**src/router_pkg.sv**
```systemverilog
`default_nettype none

package router_pkg;

    localparam int DATA_W      = 32;
    localparam int ADDR_W      = 32;
    localparam int WORD_ADDR_W = 12;
    localparam int REG_ADDR_W  = 3;
    localparam int LANES       = 4;

    // Address bits that pick the target
    localparam int REG_SEL_BIT  = 15;
    localparam int DATA_SEL_BIT = 14;

    typedef enum logic [1:0] {
        TGT_INST,
        TGT_DATA,
        TGT_REG
    } target_e;

    typedef enum logic [1:0] {
        IDLE,
        BUSY,
        NONSEQ,
        SEQ
    } htrans_e;

    typedef enum logic [2:0] {
        SIZE_BYTE,
        SIZE_HALF,
        SIZE_WORD
    } hsize_e;

    typedef enum logic {
        MST_IMEM,
        MST_DMEM
    } master_e;

    // Favor after reset for each target
    localparam master_e INST_FAVOR_INIT = MST_IMEM;
    localparam master_e DATA_FAVOR_INIT = MST_DMEM;
    localparam master_e REG_FAVOR_INIT  = MST_DMEM;

endpackage

`default_nettype wire

```
**src/target_req_if.sv**
```systemverilog
`default_nettype none

interface target_req_if import router_pkg::*; ();

    logic                   valid;
    target_e                target;
    logic [WORD_ADDR_W-1:0] word_addr;
    logic [DATA_W-1:0]      wdata;
    logic                   rwn;
    logic [LANES-1:0]       wben;

    modport decoder (
        output valid,
        output target,
        output word_addr,
        output wdata,
        output rwn,
        output wben
    );

    modport arbiter (
        input valid,
        input target,
        input word_addr,
        input wdata,
        input rwn,
        input wben
    );

endinterface

`default_nettype wire

```
**src/ahb_router_top.sv**
```systemverilog
`default_nettype none

module ahb_router_top import router_pkg::*; (
    input  wire logic                   clk,
    input  wire logic                   reset,
    // imem master
    input  wire logic [ADDR_W-1:0]      imem_haddr,
    input  wire logic [DATA_W-1:0]      imem_hwdata,
    input  wire logic                   imem_hwrite,
    input  wire logic [2:0]             imem_hsize,
    input  wire logic [1:0]             imem_htrans,
    output logic                        imem_hready,
    output logic [DATA_W-1:0]           imem_hrdata,
    // dmem master
    input  wire logic [ADDR_W-1:0]      dmem_haddr,
    input  wire logic [DATA_W-1:0]      dmem_hwdata,
    input  wire logic                   dmem_hwrite,
    input  wire logic [2:0]             dmem_hsize,
    input  wire logic [1:0]             dmem_htrans,
    output logic                        dmem_hready,
    output logic [DATA_W-1:0]           dmem_hrdata,
    // Instruction RAM
    input  wire logic [DATA_W-1:0]      inst_read,
    output logic [DATA_W-1:0]           inst_write,
    output logic [WORD_ADDR_W-1:0]      inst_addr,
    output logic [LANES-1:0]            inst_wben,
    output logic                        inst_rwn,
    // Data RAM
    input  wire logic [DATA_W-1:0]      data_read,
    output logic [DATA_W-1:0]           data_write,
    output logic [WORD_ADDR_W-1:0]      data_addr,
    output logic [LANES-1:0]            data_wben,
    output logic                        data_rwn,
    // Register block
    input  wire logic [DATA_W-1:0]      reg_read,
    output logic [DATA_W-1:0]           reg_write,
    output logic [REG_ADDR_W-1:0]       reg_addr,
    output logic [LANES-1:0]            reg_wben,
    output logic                        reg_rwn
);

    target_req_if imem_req ();
    target_req_if dmem_req ();

    logic                   inst_imem_grant, inst_dmem_grant;
    logic                   data_imem_grant, data_dmem_grant;
    logic                   reg_imem_grant, reg_dmem_grant;
    logic [WORD_ADDR_W-1:0] reg_word_addr;

    ////////////////////////////////////////////////////////////
    // Decoders
    ////////////////////////////////////////////////////////////
    master_decoder u_imem_dec (
        .haddr  (imem_haddr),
        .hwrite (imem_hwrite),
        .hsize  (hsize_e'(imem_hsize)),
        .htrans (htrans_e'(imem_htrans)),
        .hwdata (imem_hwdata),
        .req    (imem_req)
    );

    master_decoder u_dmem_dec (
        .haddr  (dmem_haddr),
        .hwrite (dmem_hwrite),
        .hsize  (hsize_e'(dmem_hsize)),
        .htrans (htrans_e'(dmem_htrans)),
        .hwdata (dmem_hwdata),
        .req    (dmem_req)
    );

    ////////////////////////////////////////////////////////////
    // One arbiter per target
    ////////////////////////////////////////////////////////////
    target_arbiter #(.TARGET(TGT_INST), .FIRST_FAVOR(INST_FAVOR_INIT)) u_inst_arb (
        .clk        (clk),
        .reset      (reset),
        .imem_req   (imem_req),
        .dmem_req   (dmem_req),
        .imem_grant (inst_imem_grant),
        .dmem_grant (inst_dmem_grant),
        .t_write    (inst_write),
        .t_addr     (inst_addr),
        .t_wben     (inst_wben),
        .t_rwn      (inst_rwn)
    );

    target_arbiter #(.TARGET(TGT_DATA), .FIRST_FAVOR(DATA_FAVOR_INIT)) u_data_arb (
        .clk        (clk),
        .reset      (reset),
        .imem_req   (imem_req),
        .dmem_req   (dmem_req),
        .imem_grant (data_imem_grant),
        .dmem_grant (data_dmem_grant),
        .t_write    (data_write),
        .t_addr     (data_addr),
        .t_wben     (data_wben),
        .t_rwn      (data_rwn)
    );

    target_arbiter #(.TARGET(TGT_REG), .FIRST_FAVOR(REG_FAVOR_INIT)) u_reg_arb (
        .clk        (clk),
        .reset      (reset),
        .imem_req   (imem_req),
        .dmem_req   (dmem_req),
        .imem_grant (reg_imem_grant),
        .dmem_grant (reg_dmem_grant),
        .t_write    (reg_write),
        .t_addr     (reg_word_addr),
        .t_wben     (reg_wben),
        .t_rwn      (reg_rwn)
    );

    // Register block only sees the low address bits
    assign reg_addr = reg_word_addr[REG_ADDR_W-1:0];

    ////////////////////////////////////////////////////////////
    // Responses back to the masters
    ////////////////////////////////////////////////////////////
    master_response u_imem_rsp (
        .clk        (clk),
        .reset      (reset),
        .requested  (imem_req.valid),
        .grant_inst (inst_imem_grant),
        .grant_data (data_imem_grant),
        .grant_reg  (reg_imem_grant),
        .inst_read  (inst_read),
        .data_read  (data_read),
        .reg_read   (reg_read),
        .hready     (imem_hready),
        .hrdata     (imem_hrdata)
    );

    master_response u_dmem_rsp (
        .clk        (clk),
        .reset      (reset),
        .requested  (dmem_req.valid),
        .grant_inst (inst_dmem_grant),
        .grant_data (data_dmem_grant),
        .grant_reg  (reg_dmem_grant),
        .inst_read  (inst_read),
        .data_read  (data_read),
        .reg_read   (reg_read),
        .hready     (dmem_hready),
        .hrdata     (dmem_hrdata)
    );

endmodule

`default_nettype wire

```
**src/master_decoder.sv**
```systemverilog
`default_nettype none

module master_decoder import router_pkg::*; (
    input  wire logic [ADDR_W-1:0] haddr,
    input  wire logic              hwrite,
    input  wire hsize_e            hsize,
    input  wire htrans_e           htrans,
    input  wire logic [DATA_W-1:0] hwdata,
    target_req_if.decoder          req
);

    // Only NONSEQ starts a transfer; SEQ and BUSY are ignored
    assign req.valid = (htrans == NONSEQ);
    assign req.wdata = hwdata;
    assign req.rwn   = ~hwrite;

    always_comb begin
        if (haddr[REG_SEL_BIT]) begin
            req.target = TGT_REG;
        end else if (haddr[DATA_SEL_BIT]) begin
            req.target = TGT_DATA;
        end else begin
            req.target = TGT_INST;
        end
    end

    always_comb begin
        if (haddr[REG_SEL_BIT]) begin
            req.word_addr = {{(WORD_ADDR_W-REG_ADDR_W){1'b0}}, haddr[REG_ADDR_W-1:0]};
        end else begin
            req.word_addr = haddr[WORD_ADDR_W+1:2];
        end
    end

    ////////////////////////////////////////////////////////////
    // Byte lanes from size and low address bits
    ////////////////////////////////////////////////////////////
    always_comb begin
        case (hsize)
            SIZE_BYTE: begin
                req.wben = LANES'(1) << haddr[1:0];
            end
            SIZE_HALF: begin
                if (haddr[1:0] == 2'b00) begin
                    req.wben = 4'b0011;
                end else begin
                    req.wben = 4'b1100;
                end
            end
            default: begin
                req.wben = '1;
            end
        endcase
    end

endmodule

`default_nettype wire

```
**src/master_response.sv**
```systemverilog
`default_nettype none

module master_response import router_pkg::*; (
    input  wire logic              clk,
    input  wire logic              reset,
    input  wire logic              requested,
    input  wire logic              grant_inst,
    input  wire logic              grant_data,
    input  wire logic              grant_reg,
    input  wire logic [DATA_W-1:0] inst_read,
    input  wire logic [DATA_W-1:0] data_read,
    input  wire logic [DATA_W-1:0] reg_read,
    output logic                   hready,
    output logic [DATA_W-1:0]      hrdata
);

    logic granted;

    assign granted = grant_inst || grant_data || grant_reg;

    // Lost arbitration means one wait cycle
    always_ff @(posedge clk) begin
        if (reset) begin
            hready <= 1'b0;
        end else begin
            hready <= !(requested && !granted);
        end
    end

    // At most one grant per master
    always_ff @(posedge clk) begin
        if (grant_inst) begin
            hrdata <= inst_read;
        end else if (grant_data) begin
            hrdata <= data_read;
        end else if (grant_reg) begin
            hrdata <= reg_read;
        end
    end

endmodule

`default_nettype wire

```
**src/target_arbiter.sv**
```systemverilog
`default_nettype none

module target_arbiter import router_pkg::*; #(
    parameter target_e TARGET      = TGT_INST,
    parameter master_e FIRST_FAVOR = MST_IMEM
) (
    input  wire logic              clk,
    input  wire logic              reset,
    target_req_if.arbiter          imem_req,
    target_req_if.arbiter          dmem_req,
    output logic                   imem_grant,
    output logic                   dmem_grant,
    output logic [DATA_W-1:0]      t_write,
    output logic [WORD_ADDR_W-1:0] t_addr,
    output logic [LANES-1:0]       t_wben,
    output logic                   t_rwn
);

    logic    imem_hit;
    logic    dmem_hit;
    master_e favor;

    assign imem_hit = imem_req.valid && (imem_req.target == TARGET);
    assign dmem_hit = dmem_req.valid && (dmem_req.target == TARGET);

    // Favored master wins a collision
    assign imem_grant = imem_hit && (!dmem_hit || favor == MST_IMEM);
    assign dmem_grant = dmem_hit && (!imem_hit || favor == MST_DMEM);

    always_ff @(posedge clk) begin
        if (reset) begin
            favor <= FIRST_FAVOR;
        end else if (imem_hit && dmem_hit) begin
            favor <= (favor == MST_IMEM) ? MST_DMEM : MST_IMEM;
        end
    end

    ////////////////////////////////////////////////////////////
    // Target outputs hold when nothing is granted
    ////////////////////////////////////////////////////////////
    always_ff @(posedge clk) begin
        if (imem_grant) begin
            t_write <= imem_req.wdata;
            t_addr  <= imem_req.word_addr;
            t_wben  <= imem_req.wben;
            t_rwn   <= imem_req.rwn;
        end else if (dmem_grant) begin
            t_write <= dmem_req.wdata;
            t_addr  <= dmem_req.word_addr;
            t_wben  <= dmem_req.wben;
            t_rwn   <= dmem_req.rwn;
        end
    end

endmodule

`default_nettype wire

```
**config.mk**
```make
export PLATFORM = sky130hd
export DESIGN_NAME = ahb_router_top
export DESIGN_NICKNAME = d
export VERILOG_FILES = /design/src/router_pkg.sv /design/src/target_req_if.sv /design/src/ahb_router_top.sv /design/src/master_decoder.sv /design/src/master_response.sv /design/src/target_arbiter.sv
export SDC_FILE = /design/constraint.sdc
export NUM_CORES = 1
export LEC_CHECK = 0
export ABC_AREA = 1
export BUFFER_PORTS_ARGS = -buffer_cell sky130_fd_sc_hd__buf_4
export CORE_AREA = 2 2 170 172
export DETAILED_ROUTE_END_ITERATION = 8
export DIE_AREA = 0 0 172 174
export GPL_TIMING_DRIVEN = 0
export PLACE_DENSITY_LB_ADDON = 0.08
export SLEW_MARGIN = 20
export SYNTH_ARGS = -nofsm -noshare
export SYNTH_HDL_FRONTEND = slang
export SYNTH_HIERARCHICAL = 1
export SYNTH_SLANG_ARGS = --single-unit
```
**constraint.sdc**
```tcl
create_clock -name clk -period 5.3 [get_ports clk]
set_input_delay 0.265 -clock clk [delete_from_list [all_inputs] [get_ports clk]]
set_output_delay 0.265 -clock clk [all_outputs]
set_load 0.01 [all_outputs]
```
---- Yosys cells after proc, flatten, opt, wreduce, memory -nomap -nowiden ----
Index checks and enable logic that the tools add are counted.
storage, ports and cells
  word-level logic and storage cells ...... 125
  flip-flop bits (word level) ............. 207
  input port bits ......................... 238
cells by class
  mux-type cells .......................... 43
  shift-type cells ........................ 2
  equal/unequal tests ..................... 8
  reductions and logical operators ........ 48
  bitwise operators ....................... 5
operators with widths
  operator               number
  $mux W32               12
  $mux W12               6
  $mux W4                8
  $logic_and A1 B1 Y1    17
  $pmux W4 S2            2
  $mux W1                11
  $logic_not A1 Y1       10
  $logic_or A1 B1 Y1     10
  $eq A2 B2 Y1 const B   4
  $logic_not A2 Y1       4
  $shl A1 B2 Y4 const A  2
  $eq A3 B1 Y1 const B   2
  $logic_not A3 Y1       2
  $mux W3                2
  $reduce_bool A2 Y1     3
  $reduce_bool A3 Y1     2
  $not A1 Y1             5
  $eq A2 B1 Y1 const B   2
  $mux W2                2

---- Longest topological paths before layout ----
Gate-level depths: netlist of run 1.
  depth after elaboration ................. 12
  depth in mapped cells ................... 14

---- By module ----
Netlist of run 1, hierarchy kept.
by module, submodules not included
  module                            area an instance (um2)  cells an instance  instances  seq. area each (um2)
  target_arbiter at u_data_arb ...  2302.2                  229                2          1491.4
  master_response                   2006.9                  279                2          980.9
  target_arbiter at u_inst_arb      2334.7                  229                1          1491.4
  master_decoder                    435.4                   78                 2          0.0

---- Least setup slack after synthesis of run 1 ----
Ideal clock, no wire load.
  path kind ............................... in2reg
  start point ............................. input port imem_haddr[15]
  end point ............................... register u_data_arb.t_addr[0] (enable)
  stages .................................. 7
  path slack .............................. 2.643 ns
  data arrival time ....................... 2.249 ns
  required time ........................... 4.892 ns
  path through ............................ buf_6 > nor2_1 > nand2_1 > nor2_4 > nand2_2 > buf_6 > nand2_1
on the way
  longest elaborated chain between the ends .. 7
  elaborated cells on any way between the ends .. 8
  those cells by class .................... 1 x eq/ne; 1 x mux; 6 x reduce/logical
ends and longest elaborated chain
  what                                     RTL line              source
  start: declaration                       ahb_router_top.sv:7   input wire logic [ADDR_W-1:0] imem_haddr,
  $mux W2 (*)                              master_decoder.sv:18  if (haddr[REG_SEL_BIT]) begin
  named net imem_req.target[0]             target_req_if.sv:6    target_e target;
  $eq A2 B1 Y1 (*)                         target_arbiter.sv:23  assign imem_hit = imem_req.valid && (imem_req.target == TARGET);
  $logic_and A1 B1 Y1 (*)                  target_arbiter.sv:23
  $logic_not A1 Y1                         target_arbiter.sv:28  assign dmem_grant = dmem_hit && (!imem_hit || favor == MST_DMEM);
  $logic_or A1 B1 Y1                       target_arbiter.sv:28
  $logic_and A1 B1 Y1                      target_arbiter.sv:28
  $reduce_bool A2 Y1 (no source line) (*)  --
  end signal: assignment                   target_arbiter.sv:44  t_addr <= imem_req.word_addr;
  end signal: assignment                   target_arbiter.sv:49  t_addr <= dmem_req.word_addr;
  end: declaration                         target_arbiter.sv:14  output logic [WORD_ADDR_W-1:0] t_addr,
Mark *: on every way through the listed nets, which the timed path passes. The rest lies on a longest branch.
A chain may end at the register's enable or synchronous reset.

---- Final worst setup path of run 1 ----
  start point ............................. input port dmem_htrans[0]
  end point ............................... register u_imem_rsp.hrdata[12] (enable)
on the way
  longest elaborated chain between the ends .. 6
  elaborated cells on any way between the ends .. 14
  those cells by class .................... 1 x eq/ne; 13 x reduce/logical
ends and longest elaborated chain
  what                                 RTL line               source
  start: declaration                   ahb_router_top.sv:19   input wire logic [1:0] dmem_htrans,
  $eq A2 B2 Y1                         master_decoder.sv:13   assign req.valid = (htrans == NONSEQ);
  named net dmem_req.valid             target_req_if.sv:5     logic valid;
  $logic_and A1 B1 Y1                  target_arbiter.sv:24   assign dmem_hit = dmem_req.valid && (dmem_req.target == TARGET);
  $logic_not A1 Y1                     target_arbiter.sv:27   assign imem_grant = imem_hit && (!dmem_hit || favor == MST_IMEM);
  $logic_or A1 B1 Y1                   target_arbiter.sv:27
  $logic_and A1 B1 Y1                  target_arbiter.sv:27
  named net inst_imem_grant            ahb_router_top.sv:45   logic inst_imem_grant, inst_dmem_grant;
  $reduce_bool A3 Y1 (no source line)  --
  end signal: assignment               master_response.sv:33  hrdata <= inst_read;
  end signal: assignment               master_response.sv:35  hrdata <= data_read;
  end signal: assignment               master_response.sv:37  hrdata <= reg_read;
  end: declaration                     master_response.sv:14  output logic [DATA_W-1:0] hrdata
The timed path passes the listed nets, and every way through them passes these cells.

==> results of run 1 <==
## state kept, by name, indices dropped and copies added (netlist names)
| name | count |
|---|---|
| u_reg_arb/t_addr | 3 |
| u_dmem_rsp/hrdata | 32 |
| u_dmem_rsp/hready | 1 |
| u_inst_arb/t_wben | 4 |
| u_reg_arb/t_write | 32 |
| u_reg_arb/t_rwn | 1 |
| u_data_arb/t_rwn | 1 |
| u_imem_rsp/hready | 1 |
| u_inst_arb/t_write | 32 |
| u_data_arb/t_addr | 12 |
| u_data_arb/t_write | 32 |
| u_reg_arb/favor | 1 |
| u_inst_arb/t_addr | 12 |
| u_inst_arb/favor | 1 |
| u_reg_arb/t_wben | 4 |
| u_inst_arb/t_rwn | 1 |
| u_imem_rsp/hrdata | 32 |
| u_data_arb/t_wben | 4 |
| u_data_arb/favor | 1 |
## critical path, cell delays in order
cell and delay [ps]:
buf_4 100, nor2_1 580, nand2_1 200, nor2_4 150
nand2_2 130, nand2_2 160, buf_4 240, inv_1 60
buf_4 160, inv_4 100, buf_4 210, nand2_2 280
buf_12 270
## power breakdown
group	internal, W	switching, W
clock network	0.00106	0.000662
registers	0.00192	0.0000273
logic	0.000302	0.000359
total	0.00328	0.00105
## layout make-up
class / instances / area [um2]
inverters: 181 / 689
well taps: 384 / 480
diodes: 1 / 2.50
repair buffers: 351 / 2710
clock inverters: 9 / 121
clock buffers: 35 / 703
flip-flops and latches: 207 / 6170
fillers: 2698 / 12800
multi-input cells: 836 / 3550
plain buffers: 141 / 1060
## per-layer routing
metal,track usage (%),part of all wire (%),vias up
li1,-,-,5006
met1,30.6,39,4778
met2,44.9,50,496
met3,5.99,9.1,55
met4,6.62,2.2,0
met5,0,0,-
## path summary, 6_finish.rpt
path	end	slack [ps]	depth (start not counted)
max	u_imem_rsp/hrdata[12]$_DFFE_PP_	2590	13
min	u_imem_rsp/hrdata[21]$_DFFE_PP_	30	3
max reg2reg	u_dmem_rsp/hrdata[9]$_DFFE_PP_	2890	7
min reg2reg	u_reg_arb/favor$_SDFFE_PP1P_	510	2
## placed cells by master (no fill, tap or decap), drive strengths merged, types with 2 or more instances in the layout
cell type    n
buf        491
nor2        41
nand4        2
o21ai        5
nand3      213
nand2      566
clkinv       6
edfxtp     202
dfxtp        5
inv        181
nand3b       2
a21oi        7
bufinv       3
clkbuf      35
## stage by stage
stage	hold slack [ps]	worst slack, ps	instance area (um2)
finish	29.4	2590	15500
global route	23.1	2440	15500
CTS	8.33	2620	15500
detailed placement	502	2080	14600
global placement	488	1050	14500
floorplan	373	2640	11400
==> reports/metrics.csv, run 1 <==
stage,metric,value,unit
timing,Final Skew,10.9,ps
route,DR iter-0 viols,754,
floorplan,Die X,172,um
hold_path,HP Class,input pin to flip-flop,
route,Pre-antenna DRT Iters,5,
route,detailed-route via count,10300,
run_status,status,completed,
cts,clk buf depth,3,
power_and_ir_drop,Tot Pwr,0.00433,W
floorplan,Initial Utilization,40.5,%
timing,Worst Tran Pin Value,749,ps
global_routing,total grt overflow,0,
global_routing,number of global-route vias before repair,10200,
yosys,Synthesis Warnings,6,
global_routing,global-route wire length before repair,58200,um
route,Residual DRC,0,
timing,RSZ-0062 raised after global routing,false,
timing,minimum clock period after layout,2710,ps
power_and_ir_drop,peak supply drop,0.157,mV
timing,final period utilization,51.0,%
cts,"CTS clk-pin slew, worst paths",60,ps
cts,clk root buf,clkbuf_16,
timing,Slew headroom,49.9,%
floorplan,Cell Rows,62,
timing,Fmax achieved,370,MHz
cts,clk sinks,207,
yosys,Syn Std Cell Area,11400,um2
cells_and_area,fin util,54.8,%
worst_setup_path,CP endpoint kind,flip-flop,
cells_and_area,Nets,1980,
route,Total Wirelength,38800,um
cells_and_area,share of post-route cells with drive strength above 1,31.3,%
timing,Final Hold Fails,0,
worst_setup_path,critical path data required time,5550,ps
yosys,Synthesized Nets,1603,
cts,H-Tree Level Count,1,
placed_design,PortBufs,345,
cts,post-CTS setup buffer count,0,
yosys,Cells after Synth,1365,
cts,hold-fix buffer count after cts,1,
global_routing,largest net degree at the start of global routing,34,
route,Via density,4.82,
worst_setup_path,CP arrival,2960,ps
floorplan,die height,174,um
flow_run,max cap viols,0,
cells_and_area,Non-Filler Instances,2145,
floorplan,io pins,442,
cts,Post-CTS Resized,0,
yosys,Post-Syn Area per Cell,8.38,um2
cts,CTS tree,done,
placed_design,Final GP Congestion,0.899,
worst_setup_path,RR Startpoint,u_inst_arb/favor$_SDFFE_PP0P_,
global_routing,gr usage total,25.3,%
timing,Final Max Slew Viols,0,
worst_setup_path,crit path from,dmem_htrans[0],
worst_setup_path,crit start category,input pin,
power_and_ir_drop,PwrDens,280,nW/um2
cts,CTS buffer count,24,
hold_path,hold_sp,inst_read[21],
global_routing,number of antenna violations at the first check in global routing,1,
worst_setup_path,Max Fanout on Critical Path,21,
placed_design,placed cells,2099,
timing,Final TNS setup,0,ps
worst_setup_path,critical path class,input pin to flip-flop,
power_and_ir_drop,Lkg Pwr,7.85,nW
placed_design,dpl hpwl,28800,um
cts,worst skew pair latency,510,ps
timing,"Setup violations, final",0,
cells_and_area,Layout area overhead,35.3,%
floorplan,Die Area,29900,um2
floorplan,Placeable Area,28200,um2
route,WL/cell,18.1,um
route,DRT antenna net count,0,
Note: power is estimated with default switching activity, not from simulation.
==> inputs of run 2 (changes only) <==
Settings changed: ABC_AREA 1 to 0, CORE_AREA 2 2 170 172 to 2 2 171 173, DIE_AREA 0 0 172 174 to 0 0 173 175.
Clock period 5.3 ns to 2.28 ns, I/O delays scaled along.
==> run 2 against run 1 <==
Sequential cell count unchanged. Final area increased by 10%. Global-route usage decreased by 4.0 points. Synthesized cell count decreased by 47%. Clock-buffer cell count decreased by 4. Critical path depth decreased by 8. Via count decreased by 21%. Wire length decreased by 14%.
==> reports/metrics.csv, run 2 <==
stage,metric,value,unit,change
worst_setup_path,Max Fanout on Critical Path,10,,was 21
timing,Final Max Slew Viols,0,,unchanged
worst_setup_path,largest stage delay on the critical path,570,ps,was 580 ps
global_routing,global-route wire length before repair,50000,um,"was 58,200 um"
timing,Final Skew,23.4,ps,was 10.9 ps
global_routing,number of global-route vias before repair,8659,,"was 10,200"
cells_and_area,Finished Cell Area,17000,um2,"was 15,500 um2"
hold_path,hold_sp,reg_read[28],,was inst_read[21]
global_routing,total grt overflow,0,,unchanged
power_and_ir_drop,Lkg Pwr,7.08,nW,was 7.85 nW
route,WL/cell,19.1,um,was 18.1 um
cts,H-Tree Level Count,1,,unchanged
timing,minimum clock period after layout,2140,ps,
timing,final period utilization,94.0,%,
cts,clk sinks,207,,unchanged
global_routing,largest net degree at the start of global routing,45,,was 34
yosys,Syn Std Cell Area,10800,um2,"was 11,400 um2"
yosys,Synthesis Warnings,6,,unchanged
worst_setup_path,CP endpoint kind,flip-flop,,unchanged
route,DRT antenna net count,0,,unchanged
yosys,Synthesized Nets,968,,"was 1,603"
worst_setup_path,flop-to-flop setup slack,140,ps,was 2890 ps
cells_and_area,Nets,1576,,"was 1,980"
worst_setup_path,CP Cell Sequence,"inv_1, o21bai_4, buf_6, mux2_4, dlygate4sd3_1",,"was buf_4, nor2_1, nand2_1, nor2_4, nand2_2, nand2_2, buf_4, inv_1, buf_4, inv_4, buf_4, nand2_2, buf_12"
timing,slack of the critical path,136,ps,was 2590 ps
timing,Fmax achieved,466,MHz,
worst_setup_path,Reg2Reg Depth,5,,was 7
timing,Final Hold Fails,0,,unchanged
hold_path,HP Class,input pin to flip-flop,,unchanged
flow_run,max cap viols,0,,unchanged
global_routing,number of antenna violations at the first check in global routing,2,,was 1
worst_setup_path,slowest CP cell,dlygate4sd3_1,,was nor2_1
cts,worst skew pair latency,530,ps,was 510 ps
route,Pre-antenna DRT Iters,5,,unchanged
placed_design,Final GP Congestion,0.784,,was 0.899
hold_path,WHS Path Cells,3,,unchanged
worst_setup_path,critical path data required time,2550,ps,was 5550 ps
cells_and_area,most frequent cells in the layout,"422 x buf_4, 223 x dlygate4sd3_1, 202 x edfxtp_1",,"was 557 x nand2_1, 434 x buf_4, 203 x nand3_1"
yosys,Post-Syn Area per Cell,14.8,um2,was 8.38 um2
floorplan,io pins,442,,unchanged
run_status,status,completed,,unchanged
route,DR iter-0 viols,420,,was 754
worst_setup_path,CP arrival,2420,ps,was 2960 ps
cells_and_area,fin util,59.9,%,was 54.8%
worst_setup_path,crit start category,flip-flop,,was input pin
worst_setup_path,Top delay family on crit path,buffers and inverters,,was simple AND/OR/NAND/NOR gates
timing,Worst Tran Pin Value,651,ps,was 749 ps
placed_design,dpl hpwl,22200,um,"was 28,800 um"
timing,"Setup violations, final",0,,unchanged
worst_setup_path,critical path class,flip-flop to flip-flop,,was input pin to flip-flop
worst_setup_path,Worst R2R End,u_reg_arb/t_write[11]$_DFFE_PP_,,was u_dmem_rsp/hrdata[9]$_DFFE_PP_
cts,clk buf depth,3,,unchanged
cts,CTS tree,done,,unchanged
placed_design,DP Area,14000,um2,"was 14,600 um2"
cells_and_area,Layout area overhead,58.0,%,was 35.3%
cells_and_area,share of post-route cells with drive strength above 1,48.2,%,was 31.3%
power_and_ir_drop,PwrDens,595,nW/um2,was 280 nW/um2
floorplan,Die X,173,um,was 172 um
timing,Slew headroom,56.6,%,was 49.9%
cts,"CTS clk-pin slew, worst paths",60,ps,about the same
floorplan,die height,175,um,was 174 um
cts,CTS buffer count,24,,unchanged
placed_design,DP Worst Slack,-826,ps,was 2080 ps
cells_and_area,"commonest non-fill, non-tap cell in the layout",buf_4,,was nand2_1
route,Via density,4.67,,was 4.82
floorplan,Placeable Area,28400,um2,"was 28,200 um2"
cts,clk root buf,clkbuf_16,,unchanged
timing,RSZ-0062 raised after global routing,false,,unchanged
floorplan,Initial Utilization,38.0,%,was 40.5%
yosys,Cells after Synth,730,,"was 1,365"
floorplan,Die Area,30300,um2,"was 29,900 um2"
floorplan,Cell Rows,62,,unchanged
route,detailed-route via count,8128,,"was 10,300"
placed_design,PortBufs,345,,unchanged
route,Residual DRC,0,,unchanged
worst_setup_path,RR Startpoint,u_reg_arb/favor$_SDFFE_PP1P_,,was u_inst_arb/favor$_SDFFE_PP0P_
worst_setup_path,Critical path buffers and inverters,3,,was 7
timing,worst hold slack,7.02,ps,was 29.4 ps
power_and_ir_drop,peak supply drop,0.414,mV,was 0.157 mV
global_routing,gr usage total,21.2,%,was 25.3%
hold_path,hold endpoint,u_imem_rsp/hrdata[28]$_DFFE_PP_,,was u_imem_rsp/hrdata[21]$_DFFE_PP_
power_and_ir_drop,Tot Pwr,0.0101,W,was 0.00433 W
route,Total Wirelength,33200,um,"was 38,800 um"
-- run 2: how the worst max path moves through the flow --
stage,startpoint,cells after the start,endpoint,slack (ps)
final,u_reg_arb/favor$_SDFFE_PP1P_,5,u_reg_arb/t_write[11]$_DFFE_PP_,140
after global routing,imem_haddr[15],9,u_dmem_rsp/hrdata[27]$_DFFE_PP_,30
after CTS,u_data_arb/favor$_SDFFE_PP1P_,9,u_imem_rsp/hrdata[6]$_DFFE_PP_,20
after detailed placement,dmem_haddr[15],11,u_imem_rsp/hrdata[0]$_DFFE_PP_,-830
after global placement,imem_haddr[15],5,u_data_arb/t_write[13]$_DFFE_PP_,-1040
after floorplan,dmem_haddr[15],10,u_imem_rsp/hrdata[0]$_DFFE_PP_,30
-- run 2: metal layers --
layer	vias to the layer above	wire length, um	GRT usage (%)
met1	3907	12800	24.6
met4	0	987	7.34
met5	-	0	0
met3	58	2650	6.44
li1	3847	-	-
met2	316	16700	37.4
-- run 2: final cells by class --
cell class                 count  area [um2]
antenna                        2        5.00
buffer                       105         900
clock buffer                  31         627
clock inverter                12        86.3
fill                        2305       11400
inverter                       8        33.8
multi-input combinational    410        3730
sequential                   207        6170
tap                          384         480
timing repair buffer         581        4980
timing repair inverter         1        7.51
-- run 2: through the flow --
stage,setup TNS (ps),instances
final,0,1741
after global routing,0,1741
after CTS,0,1732
after detailed placement,-35050,1462
after global placement,-151530,1459
after floorplan,0,730
-- run 2: report_power, final --
group	total (W)	internal (W)	leakage (nW)	switching [W]
clock network	0.00357	0.00204	0.345	0.00152
logic	0.00197	0.00116	4.83	0.000816
registers	0.00459	0.00452	1.90	0.0000766
-- run 2: timing repair --
| item | in CTS | in global routing |
|---|---|---|
| pin swaps | 0 | 1 |
| endpoints found under the setup margin | 32 | 35 |
| hold buffers | 223 | 0 |
| gates cloned | 1 | 0 |
| hold endpoints to repair | 168 | 0 |
| buffers inserted | 3 | 7 |
| gates resized for setup | 1 | 0 |
-- run 2: worst reg2reg max path: stages, from the launching register on --
cell	delay (ps)
dfxtp_1	360
inv_1	80
o21bai_4	300
buf_6	250
mux2_4	320
dlygate4sd3_1	570
